===== config.mk =====
export PLATFORM = sky130hd
export DESIGN_NAME = fmc_led_init_top
export DESIGN_NICKNAME = d
export VERILOG_FILES = /design/src/i2c_seq_pkg.sv /design/src/bus_phase_tracker.sv /design/src/byte_shifter.sv /design/src/fmc_led_init_top.sv /design/src/i2c_seq_ctrl.sv /design/src/line_filter.sv /design/src/scl_clock_gen.sv
export SDC_FILE = /design/constraint.sdc
export NUM_CORES = 1
export LEC_CHECK = 0
export ABC_AREA = 1
export BUFFER_PORTS_ARGS = -buffer_cell sky130_fd_sc_hd__buf_2
export CAP_MARGIN = 10
export CORE_MARGIN = 10
export CORE_UTILIZATION = 65
export CTS_BUF_LIST = sky130_fd_sc_hd__clkbuf_4
export DETAILED_ROUTE_END_ITERATION = 8
export PLACE_DENSITY = 0.83
export SLEW_MARGIN = 20
export SYNTH_ARGS = -nofsm -noshare
export SYNTH_HDL_FRONTEND = slang
export SYNTH_SLANG_ARGS = --single-unit

===== constraint.sdc =====
create_clock -name CLK -period 3.1 [get_ports CLK]
set_input_delay 0.62 -clock CLK [delete_from_list [all_inputs] [get_ports CLK]]
set_output_delay 0.62 -clock CLK [all_outputs]
set_load 0.01 [all_outputs]

===== src/i2c_seq_pkg.sv =====
`default_nettype none

package i2c_seq_pkg;

    ////////////////////////////////////////////////////////////
    // Bus timing, all counts in CLK cycles
    ////////////////////////////////////////////////////////////

    // Each SCL half lasts 5 us at 50 MHz, so the bus runs at 100 kHz
    localparam int SCL_HALF_CYCLES = 250;
    // Delay after an SCL edge before SDA moves or the ACK is sampled
    localparam int HOLD_CYCLES     = 12;
    // Both lines must sit high this long before the first START
    localparam int BUS_FREE_CYCLES = 64;
    // Synchronizer depth of each line filter
    localparam int FILTER_STAGES   = 2;

    // Counter widths derived from the timing above
    localparam int HALF_CNT_W = $clog2(SCL_HALF_CYCLES);
    localparam int HOLD_CNT_W = $clog2(HOLD_CYCLES);
    localparam int FREE_CNT_W = $clog2(BUS_FREE_CYCLES + 1);

    ////////////////////////////////////////////////////////////
    // Command list
    ////////////////////////////////////////////////////////////

    localparam int NUM_BYTES = 5;

    typedef logic [2:0] byte_idx_t;

    // First byte of a transaction: 7-bit target address, then R/W
    typedef struct packed {
        logic [6:0] addr;
        logic       rw;
    } i2c_addr_frame_t;

    // A list entry is either plain data or an address frame
    typedef union packed {
        logic [7:0]      raw;
        i2c_addr_frame_t frame;
    } i2c_byte_u;

    // Entry 0 is the rightmost: bus switch 0xE2, channel 0x80,
    // then logic device 0x7C, control register 0x02, LED value 0x01
    localparam i2c_byte_u [NUM_BYTES-1:0] CMD_LIST = {
        8'h01, 8'h02, 8'h7C, 8'h80, 8'hE2
    };

    // Entries that open a transaction
    localparam logic [NUM_BYTES-1:0] ADDR_FRAME_MASK = 5'b00101;

    ////////////////////////////////////////////////////////////
    // Controller FSM encodings
    ////////////////////////////////////////////////////////////

    localparam logic [3:0] WAIT_FREE    = 4'd0;
    localparam logic [3:0] START        = 4'd1;
    localparam logic [3:0] SEND_BIT     = 4'd2;
    localparam logic [3:0] ACK_RELEASE  = 4'd3;
    localparam logic [3:0] ACK_CHECK    = 4'd4;
    localparam logic [3:0] RESTART_HIGH = 4'd5;
    localparam logic [3:0] RESTART_LOW  = 4'd6;
    localparam logic [3:0] STOP_LOW     = 4'd7;
    localparam logic [3:0] STOP_HIGH    = 4'd8;
    localparam logic [3:0] DONE         = 4'd9;

endpackage

`default_nettype wire


===== src/bus_phase_tracker.sv =====
`default_nettype none

module bus_phase_tracker (
    input  wire logic CLK,
    input  wire logic delay_rst_reg,
    input  wire logic scl_filt_i,
    input  wire logic sda_filt_i,
    output logic      bus_free_o,
    output logic      data_slot_o,
    output logic      sample_slot_o,
    output logic      sda_sample_o
);

    import i2c_seq_pkg::*;

    // Previous filtered SCL for edge detection
    logic                  scl_q;
    // Direction of the edge that started the running hold count
    logic                  edge_rise_q;
    // Hold countdown, zero when idle
    logic [HOLD_CNT_W-1:0] hold_cnt_q;
    // Idle time of the bus, saturating
    logic [FREE_CNT_W-1:0] free_cnt_q;
    logic                  data_slot_q;
    logic                  sample_slot_q;
    logic                  sda_sample_q;
    logic                  scl_rise;
    logic                  scl_fall;
    logic                  hold_done;
    logic                  bus_idle;

    assign scl_rise  = scl_filt_i & ~scl_q;
    assign scl_fall  = ~scl_filt_i & scl_q;
    // The strobe register fires one cycle after this
    assign hold_done = hold_cnt_q == HOLD_CNT_W'(1);
    assign bus_idle  = scl_filt_i & sda_filt_i;

    assign data_slot_o   = data_slot_q;
    assign sample_slot_o = sample_slot_q;
    assign sda_sample_o  = sda_sample_q;
    assign bus_free_o    = free_cnt_q == FREE_CNT_W'(BUS_FREE_CYCLES);

    ////////////////////////////////////////////////////////////
    // SCL edge to strobe timing
    ////////////////////////////////////////////////////////////

    always_ff @(posedge CLK) begin
        if (delay_rst_reg) begin
            scl_q         <= 1'b1;
            edge_rise_q   <= 1'b0;
            hold_cnt_q    <= '0;
            data_slot_q   <= 1'b0;
            sample_slot_q <= 1'b0;
        end else begin
            scl_q         <= scl_filt_i;
            // Strobes are single-cycle
            data_slot_q   <= hold_done & ~edge_rise_q;
            sample_slot_q <= hold_done & edge_rise_q;
            if (scl_rise || scl_fall) begin
                // Count from the edge cycle so the strobe lands exactly
                // HOLD_CYCLES after the filtered edge
                hold_cnt_q  <= HOLD_CNT_W'(HOLD_CYCLES - 1);
                edge_rise_q <= scl_rise;
            end else if (hold_cnt_q != '0) begin
                hold_cnt_q <= hold_cnt_q - 1'b1;
            end
        end
    end

    // SDA is taken together with the sample strobe so both are
    // valid in the same cycle
    always_ff @(posedge CLK) begin
        if (hold_done && edge_rise_q) begin
            sda_sample_q <= sda_filt_i;
        end
    end

    ////////////////////////////////////////////////////////////
    // Bus free detection
    ////////////////////////////////////////////////////////////

    always_ff @(posedge CLK) begin
        if (delay_rst_reg) begin
            free_cnt_q <= '0;
        end else if (!bus_idle) begin
            // Any low level on either line restarts the idle time
            free_cnt_q <= '0;
        end else if (!bus_free_o) begin
            free_cnt_q <= free_cnt_q + 1'b1;
        end
    end

endmodule

`default_nettype wire


===== src/byte_shifter.sv =====
`default_nettype none

module byte_shifter (
    input  wire logic                   CLK,
    input  wire logic                   delay_rst_reg,
    input  wire logic                   load_i,
    input  wire i2c_seq_pkg::i2c_byte_u byte_i,
    input  wire logic                   shift_i,
    output logic                        tx_bit_o,
    output logic                        last_bit_o
);

    import i2c_seq_pkg::*;

    // Byte being sent, only its raw view is needed here
    i2c_byte_u  data_q;
    // Position of the bit on the line, 7 first
    logic [2:0] bit_cnt_q;

    assign tx_bit_o   = data_q.raw[bit_cnt_q];
    // Bit 0 is on the line, so the following clock carries the ACK
    assign last_bit_o = bit_cnt_q == 3'd0;

    always_ff @(posedge CLK) begin
        if (load_i) begin
            data_q <= byte_i;
        end
    end

    always_ff @(posedge CLK) begin
        if (delay_rst_reg) begin
            bit_cnt_q <= 3'd7;
        end else if (load_i) begin
            // MSB goes out first
            bit_cnt_q <= 3'd7;
        end else if (shift_i && !last_bit_o) begin
            bit_cnt_q <= bit_cnt_q - 1'b1;
        end
    end

endmodule

`default_nettype wire


===== src/fmc_led_init_top.sv =====
`default_nettype none

module fmc_led_init_top (
    input  wire logic CLK,
    input  wire logic delay_rst_reg,
    input  wire logic scl_i,
    input  wire logic sda_i,
    output logic      scl_oe_o,
    output logic      sda_oe_o,
    output logic      done_led_o
);

    import i2c_seq_pkg::*;

    // Filtered bus lines
    logic      scl_filt;
    logic      sda_filt;
    // Tracker status and strobes
    logic      bus_free;
    logic      data_slot;
    logic      sample_slot;
    logic      sda_sample;
    // Controller to generator and shifter
    logic      clk_en;
    logic      load;
    logic      shift;
    i2c_byte_u cmd_byte;
    // Shifter back to controller
    logic      tx_bit;
    logic      last_bit;

    line_filter #(.STAGES(FILTER_STAGES)) scl_filter_inst (
        .CLK(CLK), .delay_rst_reg(delay_rst_reg), .line_i(scl_i), .line_o(scl_filt)
    );

    line_filter #(.STAGES(FILTER_STAGES)) sda_filter_inst (
        .CLK(CLK), .delay_rst_reg(delay_rst_reg), .line_i(sda_i), .line_o(sda_filt)
    );

    scl_clock_gen scl_clock_gen_inst (
        .CLK(CLK), .delay_rst_reg(delay_rst_reg), .clk_en_i(clk_en), .scl_oe_o(scl_oe_o)
    );

    bus_phase_tracker bus_phase_tracker_inst (
        .CLK(CLK), .delay_rst_reg(delay_rst_reg),
        .scl_filt_i(scl_filt), .sda_filt_i(sda_filt),
        .bus_free_o(bus_free), .data_slot_o(data_slot),
        .sample_slot_o(sample_slot), .sda_sample_o(sda_sample)
    );

    byte_shifter byte_shifter_inst (
        .CLK(CLK), .delay_rst_reg(delay_rst_reg),
        .load_i(load), .byte_i(cmd_byte), .shift_i(shift),
        .tx_bit_o(tx_bit), .last_bit_o(last_bit)
    );

    i2c_seq_ctrl i2c_seq_ctrl_inst (
        .CLK(CLK), .delay_rst_reg(delay_rst_reg),
        .bus_free_i(bus_free), .data_slot_i(data_slot),
        .sample_slot_i(sample_slot), .sda_sample_i(sda_sample),
        .tx_bit_i(tx_bit), .last_bit_i(last_bit),
        .clk_en_o(clk_en), .load_o(load), .byte_o(cmd_byte), .shift_o(shift),
        .sda_oe_o(sda_oe_o), .done_led_o(done_led_o)
    );

endmodule

`default_nettype wire


===== src/i2c_seq_ctrl.sv =====
`default_nettype none

module i2c_seq_ctrl (
    input  wire logic                CLK,
    input  wire logic                delay_rst_reg,
    input  wire logic                bus_free_i,
    input  wire logic                data_slot_i,
    input  wire logic                sample_slot_i,
    input  wire logic                sda_sample_i,
    input  wire logic                tx_bit_i,
    input  wire logic                last_bit_i,
    output logic                     clk_en_o,
    output logic                     load_o,
    output i2c_seq_pkg::i2c_byte_u   byte_o,
    output logic                     shift_o,
    output logic                     sda_oe_o,
    output logic                     done_led_o
);

    import i2c_seq_pkg::*;

    logic [3:0] state_q;
    logic [3:0] state_d;
    byte_idx_t  idx_q;
    byte_idx_t  idx_d;
    byte_idx_t  idx_inc;
    // Target address of the transaction in progress
    logic [6:0] txn_addr_q;
    logic [6:0] txn_addr_d;
    logic       sda_oe_q;
    logic       sda_oe_d;
    logic       clk_en_q;
    logic       clk_en_d;
    logic       led_q;
    logic       led_d;

    // Find the list entry that opened the transaction with this address
    function automatic byte_idx_t rewind_idx(input logic [6:0] addr);
        byte_idx_t result;
        result = '0;
        for (int i = 0; i < NUM_BYTES; i++) begin
            if (ADDR_FRAME_MASK[i] && CMD_LIST[i].frame.addr == addr) begin
                result = byte_idx_t'(i);
            end
        end
        return result;
    endfunction

    assign idx_inc    = idx_q + 3'd1;
    // The shifter takes the entry the index is about to point at
    assign byte_o     = CMD_LIST[idx_d];
    assign clk_en_o   = clk_en_q;
    assign sda_oe_o   = sda_oe_q;
    assign done_led_o = led_q;

    ////////////////////////////////////////////////////////////
    // Next-state logic
    ////////////////////////////////////////////////////////////

    always_comb begin
        state_d    = state_q;
        idx_d      = idx_q;
        txn_addr_d = txn_addr_q;
        sda_oe_d   = sda_oe_q;
        clk_en_d   = clk_en_q;
        led_d      = led_q;
        load_o     = 1'b0;
        shift_o    = 1'b0;

        case (state_q)
            WAIT_FREE: begin
                if (bus_free_i) begin
                    state_d = START;
                end
            end
            START: begin
                // SDA falls with SCL released, the generator holds SCL
                // high for one more half before the first low
                sda_oe_d = 1'b1;
                clk_en_d = 1'b1;
                idx_d    = '0;
                load_o   = 1'b1;
                state_d  = SEND_BIT;
            end
            SEND_BIT: begin
                if (data_slot_i) begin
                    sda_oe_d = ~tx_bit_i;
                end else if (sample_slot_i) begin
                    // Step the shifter during SCL high, well before
                    // the next data slot
                    if (last_bit_i) begin
                        state_d = ACK_RELEASE;
                    end else begin
                        shift_o = 1'b1;
                    end
                end
            end
            ACK_RELEASE: begin
                // Hand SDA to the target for the ninth clock
                if (data_slot_i) begin
                    sda_oe_d = 1'b0;
                    state_d  = ACK_CHECK;
                end
            end
            ACK_CHECK: begin
                if (sample_slot_i) begin
                    if (sda_sample_i) begin
                        // NACK, resend the whole transaction
                        idx_d   = rewind_idx(txn_addr_q);
                        state_d = RESTART_HIGH;
                    end else if (idx_q == byte_idx_t'(NUM_BYTES - 1)) begin
                        state_d = STOP_LOW;
                    end else begin
                        idx_d = idx_inc;
                        if (ADDR_FRAME_MASK[idx_inc]) begin
                            state_d = RESTART_HIGH;
                        end else begin
                            load_o  = 1'b1;
                            state_d = SEND_BIT;
                        end
                    end
                end
            end
            RESTART_HIGH: begin
                // Release SDA while SCL is low
                if (data_slot_i) begin
                    sda_oe_d = 1'b0;
                    state_d  = RESTART_LOW;
                end
            end
            RESTART_LOW: begin
                // SDA falling during SCL high is the repeated START
                if (sample_slot_i) begin
                    sda_oe_d = 1'b1;
                    load_o   = 1'b1;
                    state_d  = SEND_BIT;
                end
            end
            STOP_LOW: begin
                if (data_slot_i) begin
                    sda_oe_d = 1'b1;
                    state_d  = STOP_HIGH;
                end
            end
            STOP_HIGH: begin
                // SDA rising during SCL high is the STOP, and SCL then
                // stays released at the end of this half
                if (sample_slot_i) begin
                    sda_oe_d = 1'b0;
                    clk_en_d = 1'b0;
                    led_d    = 1'b1;
                    state_d  = DONE;
                end
            end
            DONE: begin
                // Parked until reset with the LED on
                led_d = 1'b1;
            end
            default: begin
                state_d = WAIT_FREE;
            end
        endcase

        // Remember which transaction a freshly loaded address opens
        if (load_o && ADDR_FRAME_MASK[idx_d]) begin
            txn_addr_d = CMD_LIST[idx_d].frame.addr;
        end
    end

    ////////////////////////////////////////////////////////////
    // State registers
    ////////////////////////////////////////////////////////////

    always_ff @(posedge CLK) begin
        if (delay_rst_reg) begin
            state_q    <= WAIT_FREE;
            idx_q      <= '0;
            txn_addr_q <= '0;
            sda_oe_q   <= 1'b0;
            clk_en_q   <= 1'b0;
            led_q      <= 1'b0;
        end else begin
            state_q    <= state_d;
            idx_q      <= idx_d;
            txn_addr_q <= txn_addr_d;
            sda_oe_q   <= sda_oe_d;
            clk_en_q   <= clk_en_d;
            led_q      <= led_d;
        end
    end

endmodule

`default_nettype wire


===== src/line_filter.sv =====
`default_nettype none

module line_filter #(
    parameter int STAGES = 2
) (
    input  wire logic CLK,
    input  wire logic delay_rst_reg,
    input  wire logic line_i,
    output logic      line_o
);

    // Synchronizer chain, newest sample in bit 0
    logic [STAGES-1:0] sync_q;
    // Last accepted line level
    logic              held_q;
    logic              agree;

    // The two oldest samples must match before the output may move
    assign agree  = sync_q[STAGES-1] == sync_q[STAGES-2];

    // A one-cycle glitch never shows up in both stages at once,
    // so the output keeps its previous level through it
    assign line_o = agree ? sync_q[STAGES-1] : held_q;

    always_ff @(posedge CLK) begin
        if (delay_rst_reg) begin
            // An idle I2C line floats high
            sync_q <= '1;
            held_q <= 1'b1;
        end else begin
            sync_q <= {sync_q[STAGES-2:0], line_i};
            held_q <= line_o;
        end
    end

endmodule

`default_nettype wire


===== src/scl_clock_gen.sv =====
`default_nettype none

module scl_clock_gen (
    input  wire logic CLK,
    input  wire logic delay_rst_reg,
    input  wire logic clk_en_i,
    output logic      scl_oe_o
);

    import i2c_seq_pkg::*;

    logic [HALF_CNT_W-1:0] half_cnt_q;
    // High while the generator is producing halves
    logic                  running_q;
    // High pulls SCL low
    logic                  scl_low_q;
    logic                  half_end;

    assign half_end = half_cnt_q == HALF_CNT_W'(SCL_HALF_CYCLES - 1);
    assign scl_oe_o = scl_low_q;

    always_ff @(posedge CLK) begin
        if (delay_rst_reg) begin
            half_cnt_q <= '0;
            running_q  <= 1'b0;
            scl_low_q  <= 1'b0;
        end else if (!running_q) begin
            // Idle with SCL released, the first half is a released one
            half_cnt_q <= '0;
            scl_low_q  <= 1'b0;
            if (clk_en_i) begin
                running_q <= 1'b1;
            end
        end else if (half_end) begin
            half_cnt_q <= '0;
            if (clk_en_i) begin
                scl_low_q <= ~scl_low_q;
            end else begin
                // Enable dropped, so stop only at a half boundary
                // and leave SCL released
                scl_low_q <= 1'b0;
                running_q <= 1'b0;
            end
        end else begin
            half_cnt_q <= half_cnt_q + 1'b1;
        end
    end

endmodule

`default_nettype wire


Word level (Yosys, flattened, before mapping)
Memory sizes are Yosys's and may differ from the RTL's.
Index checks and enable logic that the tools add are counted.
- register bits after elaboration: 59
- output and inout port bits: 3
- logic and storage cells: 146
- bits of input ports: 4
- ROM bits: 80
- memories: 3
- $add $sub $neg: 5
- reductions and logical operators: 22
- bitwise logic cells: 13
- $lt $le $gt $ge: 3
- equality and inequality tests: 28
- multiplexer cells: 50
- memory list (memory ; words ; width ; rd ports ; clocked after memory_dff ; wr ports ; line ; text):
    (name not given) ; 8 ; 8 ; 1 ; 0 ; 0 ; i2c_seq_ctrl.sv:51 ; assign byte_o = CMD_LIST[idx_d];
    (name not given) ; 8 ; 1 ; 1 ; 0 ; 0 ; i2c_seq_ctrl.sv:165 ; if (load_o && ADDR_FRAME_MASK[idx_d]) begin
    (name not given) ; 8 ; 1 ; 1 ; 0 ; 0 ; i2c_seq_ctrl.sv:115 ; if (ADDR_FRAME_MASK[idx_inc]) begin
- operator list (operator ; number):
    4-bit 2-to-1 mux ; 14
    4-bit one-hot mux with 10 select lines ; 1
    1-bit 2-to-1 mux ; 23
    2-bit != test, second input constant ; 11
    4-bit by 3-bit equality test with 1-bit output, second input constant ; 4
    3-bit by 4-bit < comparator with 1-bit output, second input constant ; 3
    3-bit 2-to-1 mux ; 4
    11-bit AND reduction ; 1
    2-bit OR reduction ; 5
    8-bit by 1-bit adder with 8-bit output, second input constant ; 1
    4-bit by 1-bit equality test with 1-bit output, second input constant ; 2
    4-bit by 2-bit equality test with 1-bit output, second input constant ; 2
    4-bit equality test, second input constant ; 2
    8-bit equality test, second input constant ; 1
    8-bit 2-to-1 mux ; 1
    1-bit inverter ; 8
    7-bit by 1-bit adder with 7-bit output, second input constant ; 1
    6-bit by 7-bit equality test with 1-bit output, first input constant ; 1
    7-bit equality test, second input constant ; 1
    1-bit one-hot mux with 6 select lines ; 1
    3-bit one-hot mux with 2 select lines ; 1
    6-bit AND reduction ; 1
    2-bit nonzero test ; 3
    6-bit nonzero test ; 1
    other kinds (19) ; 28

Depth between registers and ports, before layout
Gate-level depths: netlist (run 1).
- depth in word-level cells: 9
- gate-level depth with buffers: 14
- depth with buffers taken out: 14

Hierarchy
Synthesis (run 1) repeated with hierarchy kept, for this count alone.
- cell total of the unflattened synthesis: 413
- area total of the unflattened synthesis: 2935.3 µm²
- modules (own cells, without submodules) (module ; instances ; sequential area each (µm²) ; area an instance (µm²) ; cells an instance):
    i2c_seq_ctrl ; 1 ; 280.3 ; 1027.2 ; 172
    bus_phase_tracker ; 1 ; 330.3 ; 685.7 ; 89
    byte_shifter ; 1 ; 300.3 ; 525.5 ; 58
    scl_clock_gen ; 1 ; 200.2 ; 481.7 ; 64
    line_filter ; 2 ; 60.1 ; 107.6 ; 15

Worst setup path after synthesis (run 1)
OpenSTA, ideal clock, no wires.
- path type: register to register
- from: reg i2c_seq_ctrl_inst.idx_q[0]
- to: reg byte_shifter_inst.data_q[1] (netlist name) (data pin)
- setup slack: 1.376 ns
- required time: 2.847 ns
- clock period less this slack: 1.724 ns
- stages on the path, launching flop included: 12
- buffers on the path: 0
- data arrival time: 1.470 ns
- setup time: 0.253 ns
- path through: dfxtp_1 > inv_1 > ha_1 > nand2_1 > nand3_1 > nand2_1 > nand2_1 > nand2_4 > inv_1 > ha_1 > inv_1 > nor2_1
- word-level cells in the longest chain between the ends: 7
- elaborated cells on any way between the ends: 8
- those cells by class: add/sub (1); eq/ne (1); mux (5); memory (1)
- RTL lines (what ; line ; text):
    start: declaration ; i2c_seq_ctrl.sv:24 ; byte_idx_t idx_q;
    start signal: assignment ; i2c_seq_ctrl.sv:184 ; idx_q <= idx_d;
    3-bit by 1-bit adder with 3-bit output or 3-bit equality test (tied branches) ; i2c_seq_ctrl.sv:49, i2c_seq_ctrl.sv:111 ;
    3-bit 2-to-1 mux ; i2c_seq_ctrl.sv:111 ; end else if (idx_q == byte_idx_t'(NUM_BYTES - 1)) begin
    3-bit 2-to-1 mux ; i2c_seq_ctrl.sv:107 ; if (sda_sample_i) begin
    3-bit 2-to-1 mux ; i2c_seq_ctrl.sv:106 ; if (sample_slot_i) begin
    3-bit one-hot mux with 2 select lines (*) ; i2c_seq_ctrl.sv:70 ; case (state_q)
    memory read 8 x 8 bit (*) ; n/a ;
    8-bit 2-to-1 mux (*) ; n/a ;
    end: declaration ; byte_shifter.sv:16 ; i2c_byte_u data_q;
Mark *: on every way between the ends. The rest lies on a longest branch, timed or not. The select of a mux whose other input is x is not followed.
A chain may end at the register's enable or synchronous reset.

Worst setup path in the final report (run 1)
- from: reg i2c_seq_ctrl_inst.state_q[3]
- to: reg i2c_seq_ctrl_inst.txn_addr_q[0]
- word-level cells in the longest chain between the ends: 5
- elaborated cells on any way between the ends: 10
- those cells by class: eq/ne (3); mux (4); reduce/logical (1); memory (2)
- RTL lines (what ; line ; text):
    start: declaration ; i2c_seq_ctrl.sv:22 ; logic [3:0] state_q;
    start signal: assignment ; i2c_seq_ctrl.sv:183 ; state_q <= state_d;
    4-bit by 3-bit equality test with 1-bit output or 4-bit by 1-bit equality test with 1-bit output (tied branches) ; i2c_seq_ctrl.sv:70 ;
    3-bit one-hot mux with 2 select lines (*) ; i2c_seq_ctrl.sv:70 ;
    net i2c_seq_ctrl_inst.idx_d[1] ; i2c_seq_ctrl.sv:25 ; byte_idx_t idx_d;
    memory read 8 x 1 bit ; n/a ;
    1-bit 2-to-1 mux (not written as such) ; i2c_seq_ctrl.sv:165 ;
    1-bit logical AND ; i2c_seq_ctrl.sv:165 ;
    end: declaration ; i2c_seq_ctrl.sv:28 ; logic [6:0] txn_addr_q;
The timed path passes the listed nets; every way through them passes the cells marked *. The select of a mux whose other input is x is not followed.

==> results of run 1 <==
-- final cells by class --
class                   count  area share
repair buffers              6      0.0108
clock inverters             1     0.00135
flip-flops and latches     53       0.402
clock buffers               7      0.0189
well taps                  50      0.0224
inverters                  53      0.0736
multi-input cells         251       0.471
-- power by group through the flow --
| stage | Sequential (mW) | Clock, mW | Combinational [mW] |
|---|---|---|---|
| 2_1_floorplan | 0.817 | 0 | 0.425 |
| 3_3_place_gp | 0.833 | 0 | 0.507 |
| 3_5_place_dp | 0.835 | 0 | 0.502 |
| 4_1_cts | 0.819 | 0.314 | 0.505 |
| 5_1_grt | 0.828 | 0.339 | 0.587 |
| 6_report | 0.819 | 0.309 | 0.506 |
-- routing by layer --
layer | vias to the layer above | share of wire
met5 | - | 0
met4 | 0 | 0.014
met3 | 6 | 0.020
met2 | 18 | 0.47
met1 | 981 | 0.49
li1 | 1160 | -
-- through the flow --
stage,utilization,setup WS (ps),cells,cell area (sq um)
3_5_place_dp,0.688,1190,413,2730
5_1_grt,0.702,951,421,2790
3_3_place_gp,0.688,1250,413,2730
2_1_floorplan,-,1380,361,2660
6_report,0.702,1170,421,2790
4_1_cts,0.702,1170,421,2790
-- flip-flops by register name, indices dropped and copies added (netlist names), 2 cells and up --
| signal | cells |
|---|---|
| byte_shifter_inst.data_q | 5 |
| i2c_seq_ctrl_inst.idx_q | 3 |
| bus_phase_tracker_inst.hold_cnt_q | 4 |
| i2c_seq_ctrl_inst.txn_addr_q | 4 |
| scl_clock_gen_inst.half_cnt_q | 8 |
| i2c_seq_ctrl_inst.state_q | 4 |
| scl_filter_inst.sync_q | 2 |
| sda_filter_inst.sync_q | 2 |
| byte_shifter_inst.bit_cnt_q | 3 |
| bus_phase_tracker_inst.free_cnt_q | 7 |
-- how the worst min path moves through the flow --
stage	from	to	slack, ps	cells after the start
after global placement	bus_phase_tracker_inst.edge_rise_q	bus_phase_tracker_inst.data_slot_o	410	1
after global routing	sda_i	sda_filter_inst.sync_q[0]	420	2
final	sda_i	sda_filter_inst.sync_q[0]	430	2
after detailed placement	bus_phase_tracker_inst.edge_rise_q	bus_phase_tracker_inst.data_slot_o	420	1
after CTS	sda_i	sda_filter_inst.sync_q[0]	420	2
after floorplan	sda_filter_inst.sync_q[0]	sda_filter_inst.sync_q[1]	400	2
-- logic make-up (layout without fill, tap and decap cells) --
family,count (synthesis),after routing,share of synthesized area
compound gates,44,44,0.0992
buf+inv,57,67,0.0860
simple gates,191,191,0.327
flops,53,53,0.421
fa+ha+maj,11,11,0.0508
xor+xnor,5,5,0.0164
-- cells in the final DEF (no fill, tap or decap), drive strengths merged, types with 2 or more instances in the layout --
| cell type | count |
|---|---|
| nand3b | 2 |
| nand2 | 80 |
| edfxtp | 6 |
| xor2 | 4 |
| o21a | 4 |
| nor2 | 70 |
| nand3 | 18 |
| ha | 10 |
| clkinv | 3 |
| inv | 51 |
| or2 | 3 |
| o21ai | 12 |
| nand4 | 7 |
| dfxtp | 47 |
| nor3 | 9 |
| a21oi | 21 |
| buf | 6 |
| clkbuf | 7 |
| a31oi | 3 |
==> results.yml, run 1 <==
logic_synthesis:
  synth.net_count: 375
  yosysWarnings: 0
  synth.top_cell.area_share: 0.353
  synth_cells: 361
  yosysSeqAreaShare: 0.421
  synth-main-ff-cell: "dfxtp_1"
  synth-edff-count: 6
  synth.area.top_cells: "dfxtp_1, nand2_1, nor2_1"
  ys_seq_elements: 53
  synth_common_cells: "nand2_1, nor2_1, dfxtp_1, inv_1, a21oi_1"
  synth_top_area_cell: "dfxtp_1"
  async_reset_ff_frac: 0
  synth.most_common_cell: "nand2_1"
  synth_cell_types: 39
  syn_area_per_cell_sq_um: 7.38
  syn_area_sq_mm: 0.00266
critical_path:
  crit_path_end: "i2c_seq_ctrl_inst.txn_addr_q[0]"
  startpoint_type: "flip-flop"
  startpoint: "i2c_seq_ctrl_inst.state_q[3]"
  r2r_slack_ps: 1170
  cp_slowest_cell: "dfxtp_1"
  critPathMostFrequentCell: "inv_1"
  critPathMaxFanout: 8
  max_stage_delay_ps: 600
  cp_top_family: "flip-flops"
  path_cells: "clkinv_4, nand2_4, nor2_4, nor2_2, inv_1, o21ai_2, ha_1, inv_1, nand3_1, nand2_1, nor2_1"
  cp-end-kind: "flip-flop"
  ff2ff_path_depth: 11
  crit_cells: 11
  worstPathRequired_ps: 3390
  critPathKind: "flip-flop to flip-flop"
  worst-path-buf-inv: 3
  arrival_ps: 2220
  rr_startpoint: "i2c_seq_ctrl_inst.state_q[3]"
  r2r_end: "i2c_seq_ctrl_inst.txn_addr_q[0]"
grt:
  grt_first_pass_wirelength_um: 8670
  antenna_found_initial: 0
  grt.total_usage: 0.142
  busiest_layer: "met2"
  met2_usage: 0.243
  grt_overflow: 0
  globalRouteMet1Util: 0.173
  grt_pass1_vias: 2044
  gr-usage-met3: 0.0293
  grt_max_degree: 22
clocking:
  cts_made_buffers: 5
  cts_sinks: 53
  cts_hold_buf: 0
  post-cts-setup-buffer-count: 0
  root_buffer: "clkbuf_4"
  cts.path.max_buffers: 2
  path_clk_slew_ps: 150
  clk_latency_ps: 370
  cts_resized: 0
  cts.htree.levels: 2
  cts_tree: "built"
pwr:
  pwr-share-seq: 0.501
  p_sw_uw: 595
  clkPwrFrac: 0.189
  p_int_mw: 1.04
  total_leakage_power_nw: 1.25
  power_density_mw_per_mm2: 586
  total_power_mw: 1.63
  p_comb_frac: 0.310
  p_sw_frac: 0.364
  ir_drop_mv: 0.442
finish:
  antennaDiodeCount: 0
  multiInputGateArea_sq_mm: 0.00131
  syn2layout_area_growth_pct: 4.70
  n_fill_cell: 335
  seq_area_sq_mm: 0.00112
  nNetsFinal: 384
  drive_above_1_share: 0.111
drt:
  remaining_drc_errors: 0
  finalWirelength_um: 4750
  avgRoutedWirePerCell_um: 11.3
  vias: 2165
  drtAntennaViolNets: 0
  viasPerCell: 5.14
  first_pass_iters: 4
  drt_iter0_drc: 127
timing:
  finalCriticalPeriod_ps: 1930
  tightest_slew_ps: 411
  relSlewSlack: 0.726
  setup_violations: 0
  finClkSkew_ps: 13.4
  report.final.slew_viol_count: 0
  period_share: 0.623
  holdWs_ps: 426
  hold_viol_final: 0
  rsz0062_at_grt: "false"
  fmax_ghz: 0.518
  tns_ps: 0
floorplan:
  rows: 23
  die_y_um: 84
  start_util: 0.670
  dieWidth_um: 84
  core_sq_mm: 0.00397
  die-area_sq_mm: 0.00706
  io_pins: 7
placed_design:
  portBuffers: 6
  dp_hpwl_um: 3610
  gp_congestion: 0.949
status:
  status: "complete, no violations"
run:
  drv_cap: 0
min_path:
  hold_class: "primary input to flip-flop"
(Power assumes the default switching activity.)
==> run 2, diff against run 1 <==
--- a/config.mk
+++ b/config.mk
@@ -9,10 +9,10 @@
 export BUFFER_PORTS_ARGS = -buffer_cell sky130_fd_sc_hd__buf_2
 export CAP_MARGIN = 10
 export CORE_MARGIN = 10
-export CORE_UTILIZATION = 65
+export CORE_UTILIZATION = 58
 export CTS_BUF_LIST = sky130_fd_sc_hd__clkbuf_4
 export DETAILED_ROUTE_END_ITERATION = 8
-export PLACE_DENSITY = 0.83
+export PLACE_DENSITY = 0.78
 export SLEW_MARGIN = 20
 export SYNTH_ARGS = -nofsm -noshare
 export SYNTH_HDL_FRONTEND = slang
==> constraint.sdc (replaced) <==
create_clock -name CLK -period 1.7 [get_ports CLK]
set_input_delay 0.34 -clock CLK [delete_from_list [all_inputs] [get_ports CLK]]
set_output_delay 0.34 -clock CLK [all_outputs]
set_load 0.01 [all_outputs]
==> results.yml, run 2 (synthesized netlist as in run 1, its figures left out) <==
min_path:
  worstHoldEndpoint: "sda_filter_inst.sync_q[0]"
  hold_depth: 2
  min_from: "sda_i"
  hold_class: "primary input to flip-flop"
clocking:
  cts_tree: "built"
  cts_hold_buf: 0
  cts.htree.levels: 2
  path_clk_slew_ps: 150
  cts_made_buffers: 5
  cts.path.max_buffers: 2
  root_buffer: "clkbuf_4"
  clk_latency_ps: 360
  cts_sinks: 53
finish:
  n_fill_cell: 348
  syn2layout_area_growth_pct: 16.1
  nNetsFinal: 407
  largest-register: "scl_clock_gen_inst.half_cnt_q"
  drive_above_1_share: 0.234
  utilization: 0.700
  mostFrequentLayoutCell: "nand2_1"
  final_cell_mix: "nand2_1, nor2_1, inv_1"
  antennaDiodeCount: 0
  multiInputGateArea_sq_mm: 0.00140
  largestRegisters: "scl_clock_gen_inst.half_cnt_q (8), bus_phase_tracker_inst.free_cnt_q (7), byte_shifter_inst.data_q (5)"
  seq_area_sq_mm: 0.00114
  largest_reg_flops: 8
timing:
  finClkSkew_ps: 14.6
  setup_violations: 0
  relSlewSlack: 0.698
  hold_viol_final: 0
  worst_slack_ps: 69.9
  report.final.slew_viol_count: 0
  finalCriticalPeriod_ps: 1630
  fmax_ghz: 0.613
  holdWs_ps: 159
  period_share: 0.959
  tightest_slew_ps: 452
critical_path:
  r2r_end: "byte_shifter_inst.data_q[1]"
  startpoint_type: "flip-flop"
  critPathMaxFanout: 3
  cp-end-kind: "flip-flop"
  arrival_ps: 1770
  rr_startpoint: "i2c_seq_ctrl_inst.state_q[3]"
  ff2ff_path_depth: 10
  r2r_slack_ps: 70
  critPathKind: "flip-flop to flip-flop"
  worstPathRequired_ps: 1840
drt:
  vias: 2378
  drt_iter0_drc: 240
  drtAntennaViolNets: 0
  remaining_drc_errors: 0
  first_pass_iters: 4
  viasPerCell: 5.33
  avgRoutedWirePerCell_um: 11.9
  finalWirelength_um: 5320
run:
  drv_cap: 0
grt:
  grt.total_usage: 0.134
  grt_first_pass_wirelength_um: 8520
  grt_max_degree: 16
  grt_overflow: 0
  grt_pass1_vias: 2023
  antenna_found_initial: 0
floorplan:
  die_y_um: 87.8
  io_pins: 7
  dieWidth_um: 87.8
  core_sq_mm: 0.00441
  rows: 24
  die-area_sq_mm: 0.00770
  start_util: 0.603
status:
  status: "complete, no violations"
pwr:
  power_density_mw_per_mm2: 1080
  total_leakage_power_nw: 1.38
  ir_drop_mv: 0.860
placed_design:
  dp_hpwl_um: 3840
  place_ws_ps: -3.29
  portBuffers: 6
  gp_congestion: 0.950
[run 2: cell count changes in the layout (fill, tap and decap cells not counted), sizes merged]
cell / previous run / this run
inv: 51 / 52
clkbuf: 7 / 6
buf: 6 / 28
bufinv: 0 / 1
clkinv: 3 / 2
a21oi: 21 / 22
[run 2: layer usage]
metal / track usage / vias up / part of all wire / wire length (um)
li1: - / 1213 / - / -
met1: 0.169 / 1100 / 0.46 / 2450
met2: 0.223 / 56 / 0.48 / 2560
met3: 0.0279 / 9 / 0.046 / 247
met4: 0.0391 / 0 / 0.012 / 65
met5: 0 / - / 0 / 0
[run 2: repair_timing]
item | CTS | global route
gates resized for setup | 3 | 35
hold endpoints to repair | 0 | 0
endpoints found under the setup margin | 2 | 18
cloned | 0 | 1
buffers inserted | 0 | 5
pin swaps | 1 | 15
[run 2: per-stage QoR]
step | area, sq um | std cells | total power [mW] | setup TNS (ps)
after floorplan | 2660 | 361 | 2.26 | 0
after global placement | 2860 | 432 | 2.50 | 0
after detailed placement | 2860 | 432 | 2.51 | -4.16
after CTS | 2950 | 440 | 3.22 | 0
after global routing | 3090 | 446 | 3.57 | -44.7
final | 3090 | 446 | 3.35 | 0
[run 2: final cells by class]
class / count / share of cell area
Multi-Input combinational cell: 252 / 0.453
Sequential cell: 53 / 0.369
Inverter: 53 / 0.0676
Timing Repair Buffer: 28 / 0.0631
Tap cell: 52 / 0.0210
Clock buffer: 6 / 0.0146
Clock inverter: 2 / 0.0109
[run 2: worst max-delay path by stage]
stage / start / end / slack [ps] / cells past startpoint
6_report: i2c_seq_ctrl_inst.state_q[3] / byte_shifter_inst.data_q[1] / 70 / 10
5_1_grt: byte_shifter_inst.bit_cnt_q[1] / i2c_seq_ctrl_inst.state_q[1] / -30 / 10
4_1_cts: i2c_seq_ctrl_inst.idx_q[0] / i2c_seq_ctrl_inst.txn_addr_q[0] / 1 / 14
3_5_place_dp: i2c_seq_ctrl_inst.idx_q[0] / i2c_seq_ctrl_inst.txn_addr_q[0] / -3 / 14
3_3_place_gp: i2c_seq_ctrl_inst.idx_q[0] / byte_shifter_inst.data_q[1] / 40 / 9
2_1_floorplan: i2c_seq_ctrl_inst.idx_q[0] / byte_shifter_inst.data_q[1] / 30 / 11
[run 2: critical path, cell delays in order (launching register included)]
cell     delay [ps]
dfxtp_4         390
buf_4           140
nor2_4          100
nand2_2          70
a21oi_2         140
nand2_2          80
nand2_4          60
inv_1            50
ha_1            280
inv_2            60
nor2_1           40
[run 2: where the power goes]
part	switching, mW	total, mW	leakage (nW)	internal [mW]
Sequential	0.0986	1.49	0.440	1.40
Combinational	0.710	1.15	0.894	0.445
Clock	0.376	0.699	0.0433	0.323
Total	1.18	3.35	1.38	2.16
==> run 3, diff against run 2 <==
--- a/config.mk
+++ b/config.mk
@@ -9,11 +9,12 @@
 export BUFFER_PORTS_ARGS = -buffer_cell sky130_fd_sc_hd__buf_2
 export CAP_MARGIN = 10
 export CORE_MARGIN = 10
-export CORE_UTILIZATION = 58
+export CORE_UTILIZATION = 65
 export CTS_BUF_LIST = sky130_fd_sc_hd__clkbuf_4
 export DETAILED_ROUTE_END_ITERATION = 8
-export PLACE_DENSITY = 0.78
+export PLACE_DENSITY = 0.82
 export SLEW_MARGIN = 20
 export SYNTH_ARGS = -nofsm -noshare
 export SYNTH_HDL_FRONTEND = slang
+export SYNTH_HIERARCHICAL = 1
 export SYNTH_SLANG_ARGS = --single-unit
==> constraint.sdc (replaced) <==
create_clock -name CLK -period 1.8 [get_ports CLK]
set_input_delay 0.36 -clock CLK [delete_from_list [all_inputs] [get_ports CLK]]
set_output_delay 0.36 -clock CLK [all_outputs]
set_load 0.01 [all_outputs]
==> results.yml, run 3 <==
pwr:
  total_leakage_power_nw: 1.52
  ir_drop_mv: 0.857
  power_density_mw_per_mm2: 1030
critical_path:
  critPathKind: "flip-flop to flip-flop"
  ff2ff_path_depth: 12
  cp-end-kind: "flip-flop"
  arrival_ps: 1870
  worstPathRequired_ps: 1970
  r2r_slack_ps: 90
  rr_startpoint: "i2c_seq_ctrl_inst/idx_q[1]"
  r2r_end: "byte_shifter_inst/data_q[1]"
  startpoint_type: "flip-flop"
  critPathMaxFanout: 3
logic_synthesis:
  synth_cell_types: 32
  synth-edff-count: 9
  synth-main-ff-cell: "dfxtp_1"
  synth_common_cells: "nand2_1, inv_1, nor2_1"
  syn_area_sq_mm: 0.00294
  synth_cells: 413
  synth_top_area_cell: "dfxtp_1"
  async_reset_ff_frac: 0
  synth.area.top_cells: "dfxtp_1, nand2_1, edfxtp_1"
  yosysWarnings: 6
  ys_seq_elements: 57
  yosysSeqAreaShare: 0.419
  synth.top_cell.area_share: 0.327
  syn_area_per_cell_sq_um: 7.11
  synth.net_count: 427
  synth.most_common_cell: "nand2_1"
status:
  status: "complete, no violations"
floorplan:
  rows: 24
  io_pins: 7
  die_y_um: 87.2
  die-area_sq_mm: 0.00760
  dieWidth_um: 87.2
  start_util: 0.674
  core_sq_mm: 0.00435
timing:
  tightest_slew_ps: 385
  setup_violations: 0
  finClkSkew_ps: 11.0
  relSlewSlack: 0.743
  report.final.slew_viol_count: 0
  holdWs_ps: 132
  finalCriticalPeriod_ps: 1710
  fmax_ghz: 0.585
  tns_ps: 0
  period_share: 0.949
  hold_viol_final: 0
clocking:
  cts_hold_buf: 0
  cts_tree: "built"
  cts.path.max_buffers: 2
  cts_made_buffers: 9
  path_clk_slew_ps: 90
  clk_latency_ps: 400
  cts.htree.levels: 3
  cts_sinks: 57
  root_buffer: "clkbuf_4"
grt:
  grt_pass1_vias: 2342
  grt_max_degree: 21
  grt_first_pass_wirelength_um: 9680
  antenna_found_initial: 0
  grt.total_usage: 0.158
  grt_overflow: 0
drt:
  vias: 2489
  viasPerCell: 5.09
  first_pass_iters: 4
  drtAntennaViolNets: 0
  drt_iter0_drc: 124
  remaining_drc_errors: 0
  avgRoutedWirePerCell_um: 11.2
  finalWirelength_um: 5490
finish:
  drive_above_1_share: 0.192
  syn2layout_area_growth_pct: 9.85
  final_cell_mix: "nand2_1, inv_1, nor2_1"
  seq_area_sq_mm: 0.00124
  fin_cells: 489
  largestRegisters: "byte_shifter_inst/data_q (8), scl_clock_gen_inst/half_cnt_q (8), bus_phase_tracker_inst/free_cnt_q (7)"
  n_fill_cell: 346
  nNetsFinal: 446
  multiInputGateArea_sq_mm: 0.00144
  mostFrequentLayoutCell: "nand2_1"
  antennaDiodeCount: 0
  final_area_sq_mm: 0.00322
min_path:
  hold_class: "primary input to flip-flop"
  hold_depth: 2
  min_from: "sda_i"
  worstHoldEndpoint: "sda_filter_inst/sync_q[0]"
placed_design:
  place_area_sq_mm: 0.00305
  dp_hpwl_um: 4000
  gp_congestion: 1.00
  portBuffers: 6
  dp.cells: 472
run:
  drv_cap: 0
run 3: cell count changes after synthesis, moves of 5 or more:
cell	change
inv_1	+13
inv_2	+8
nand2_1	+38
nand3_1	+6
nor2_4	+5
run 3: cells by family after synthesis:
kind of cell    synth area share
fa+ha+maj                 0.0426
xor+xnor                  0.0209
compound gates            0.0652
flops                      0.419
simple gates               0.345
buf+inv                    0.107
run 3: how the worst max path moves through the flow:
stage | from | endpoint | slack [ps] | cells past startpoint
final | i2c_seq_ctrl_inst/idx_q[1] | byte_shifter_inst/data_q[1] | 90 | 12
after global routing | bus_phase_tracker_inst/free_cnt_q[1] | i2c_seq_ctrl_inst/state_q[0] | -5 | 11
after CTS | i2c_seq_ctrl_inst/idx_q[1] | byte_shifter_inst/data_q[1] | 20 | 12
after detailed placement | i2c_seq_ctrl_inst/idx_q[1] | byte_shifter_inst/data_q[1] | 60 | 11
after global placement | i2c_seq_ctrl_inst/idx_q[0] | byte_shifter_inst/data_q[2] | 100 | 8
after floorplan | i2c_seq_ctrl_inst/idx_q[0] | byte_shifter_inst/data_q[3] | 40 | 12
run 3: timing repair:
item                       in CTS  in global routing
gates resized for setup         0                 17
setup endpoints to repair       0                 21
setup buffers                   0                  1
run 3: where the power goes:
group	internal [mW]	switching, mW	total [mW]	leakage (nW)
clock network	0.343	0.447	0.790	0.0721
registers	1.45	0.115	1.57	0.464
logic	0.327	0.623	0.950	0.987
run 3: metal layers:
metal | vias up | GRT usage | wire, um
met3 | 17 | 0.0571 | 304
met4 | 0 | 0.0725 | 135
met2 | 64 | 0.255 | 2590
li1 | 1302 | - | -
met5 | - | 0 | 0
met1 | 1106 | 0.183 | 2460
run 3: per-stage QoR:
stage / util / worst slack, ps / power [mW]
3_3_place_gp: 0.700 / 103 / 2.50
5_1_grt: 0.741 / -4.69 / 3.56
3_5_place_dp: 0.700 / 56.3 / 2.51
4_1_cts: 0.726 / 22.2 / 3.30
2_1_floorplan: - / 43.4 / 2.30
6_report: 0.741 / 91.2 / 3.31
run 3: cell type report:
cell class | count | area share
tap | 52 | 0.0202
timing repair buffer | 15 | 0.0303
inverter | 72 | 0.0838
multi-input combinational | 277 | 0.447
clock buffer | 13 | 0.0303
sequential | 57 | 0.383
clock inverter | 3 | 0.00504
run 3: worst max-delay path: stages (launching register included):
cell and delay [ps]:
dfxtp_2 360, inv_1 60, ha_2 180, nand2_2 90
nand2_2 60, inv_2 80, nand2_1 70, o211ai_1 80
nand2_1 90, nand2_2 100, ha_4 200, inv_1 50
nor2_1 40
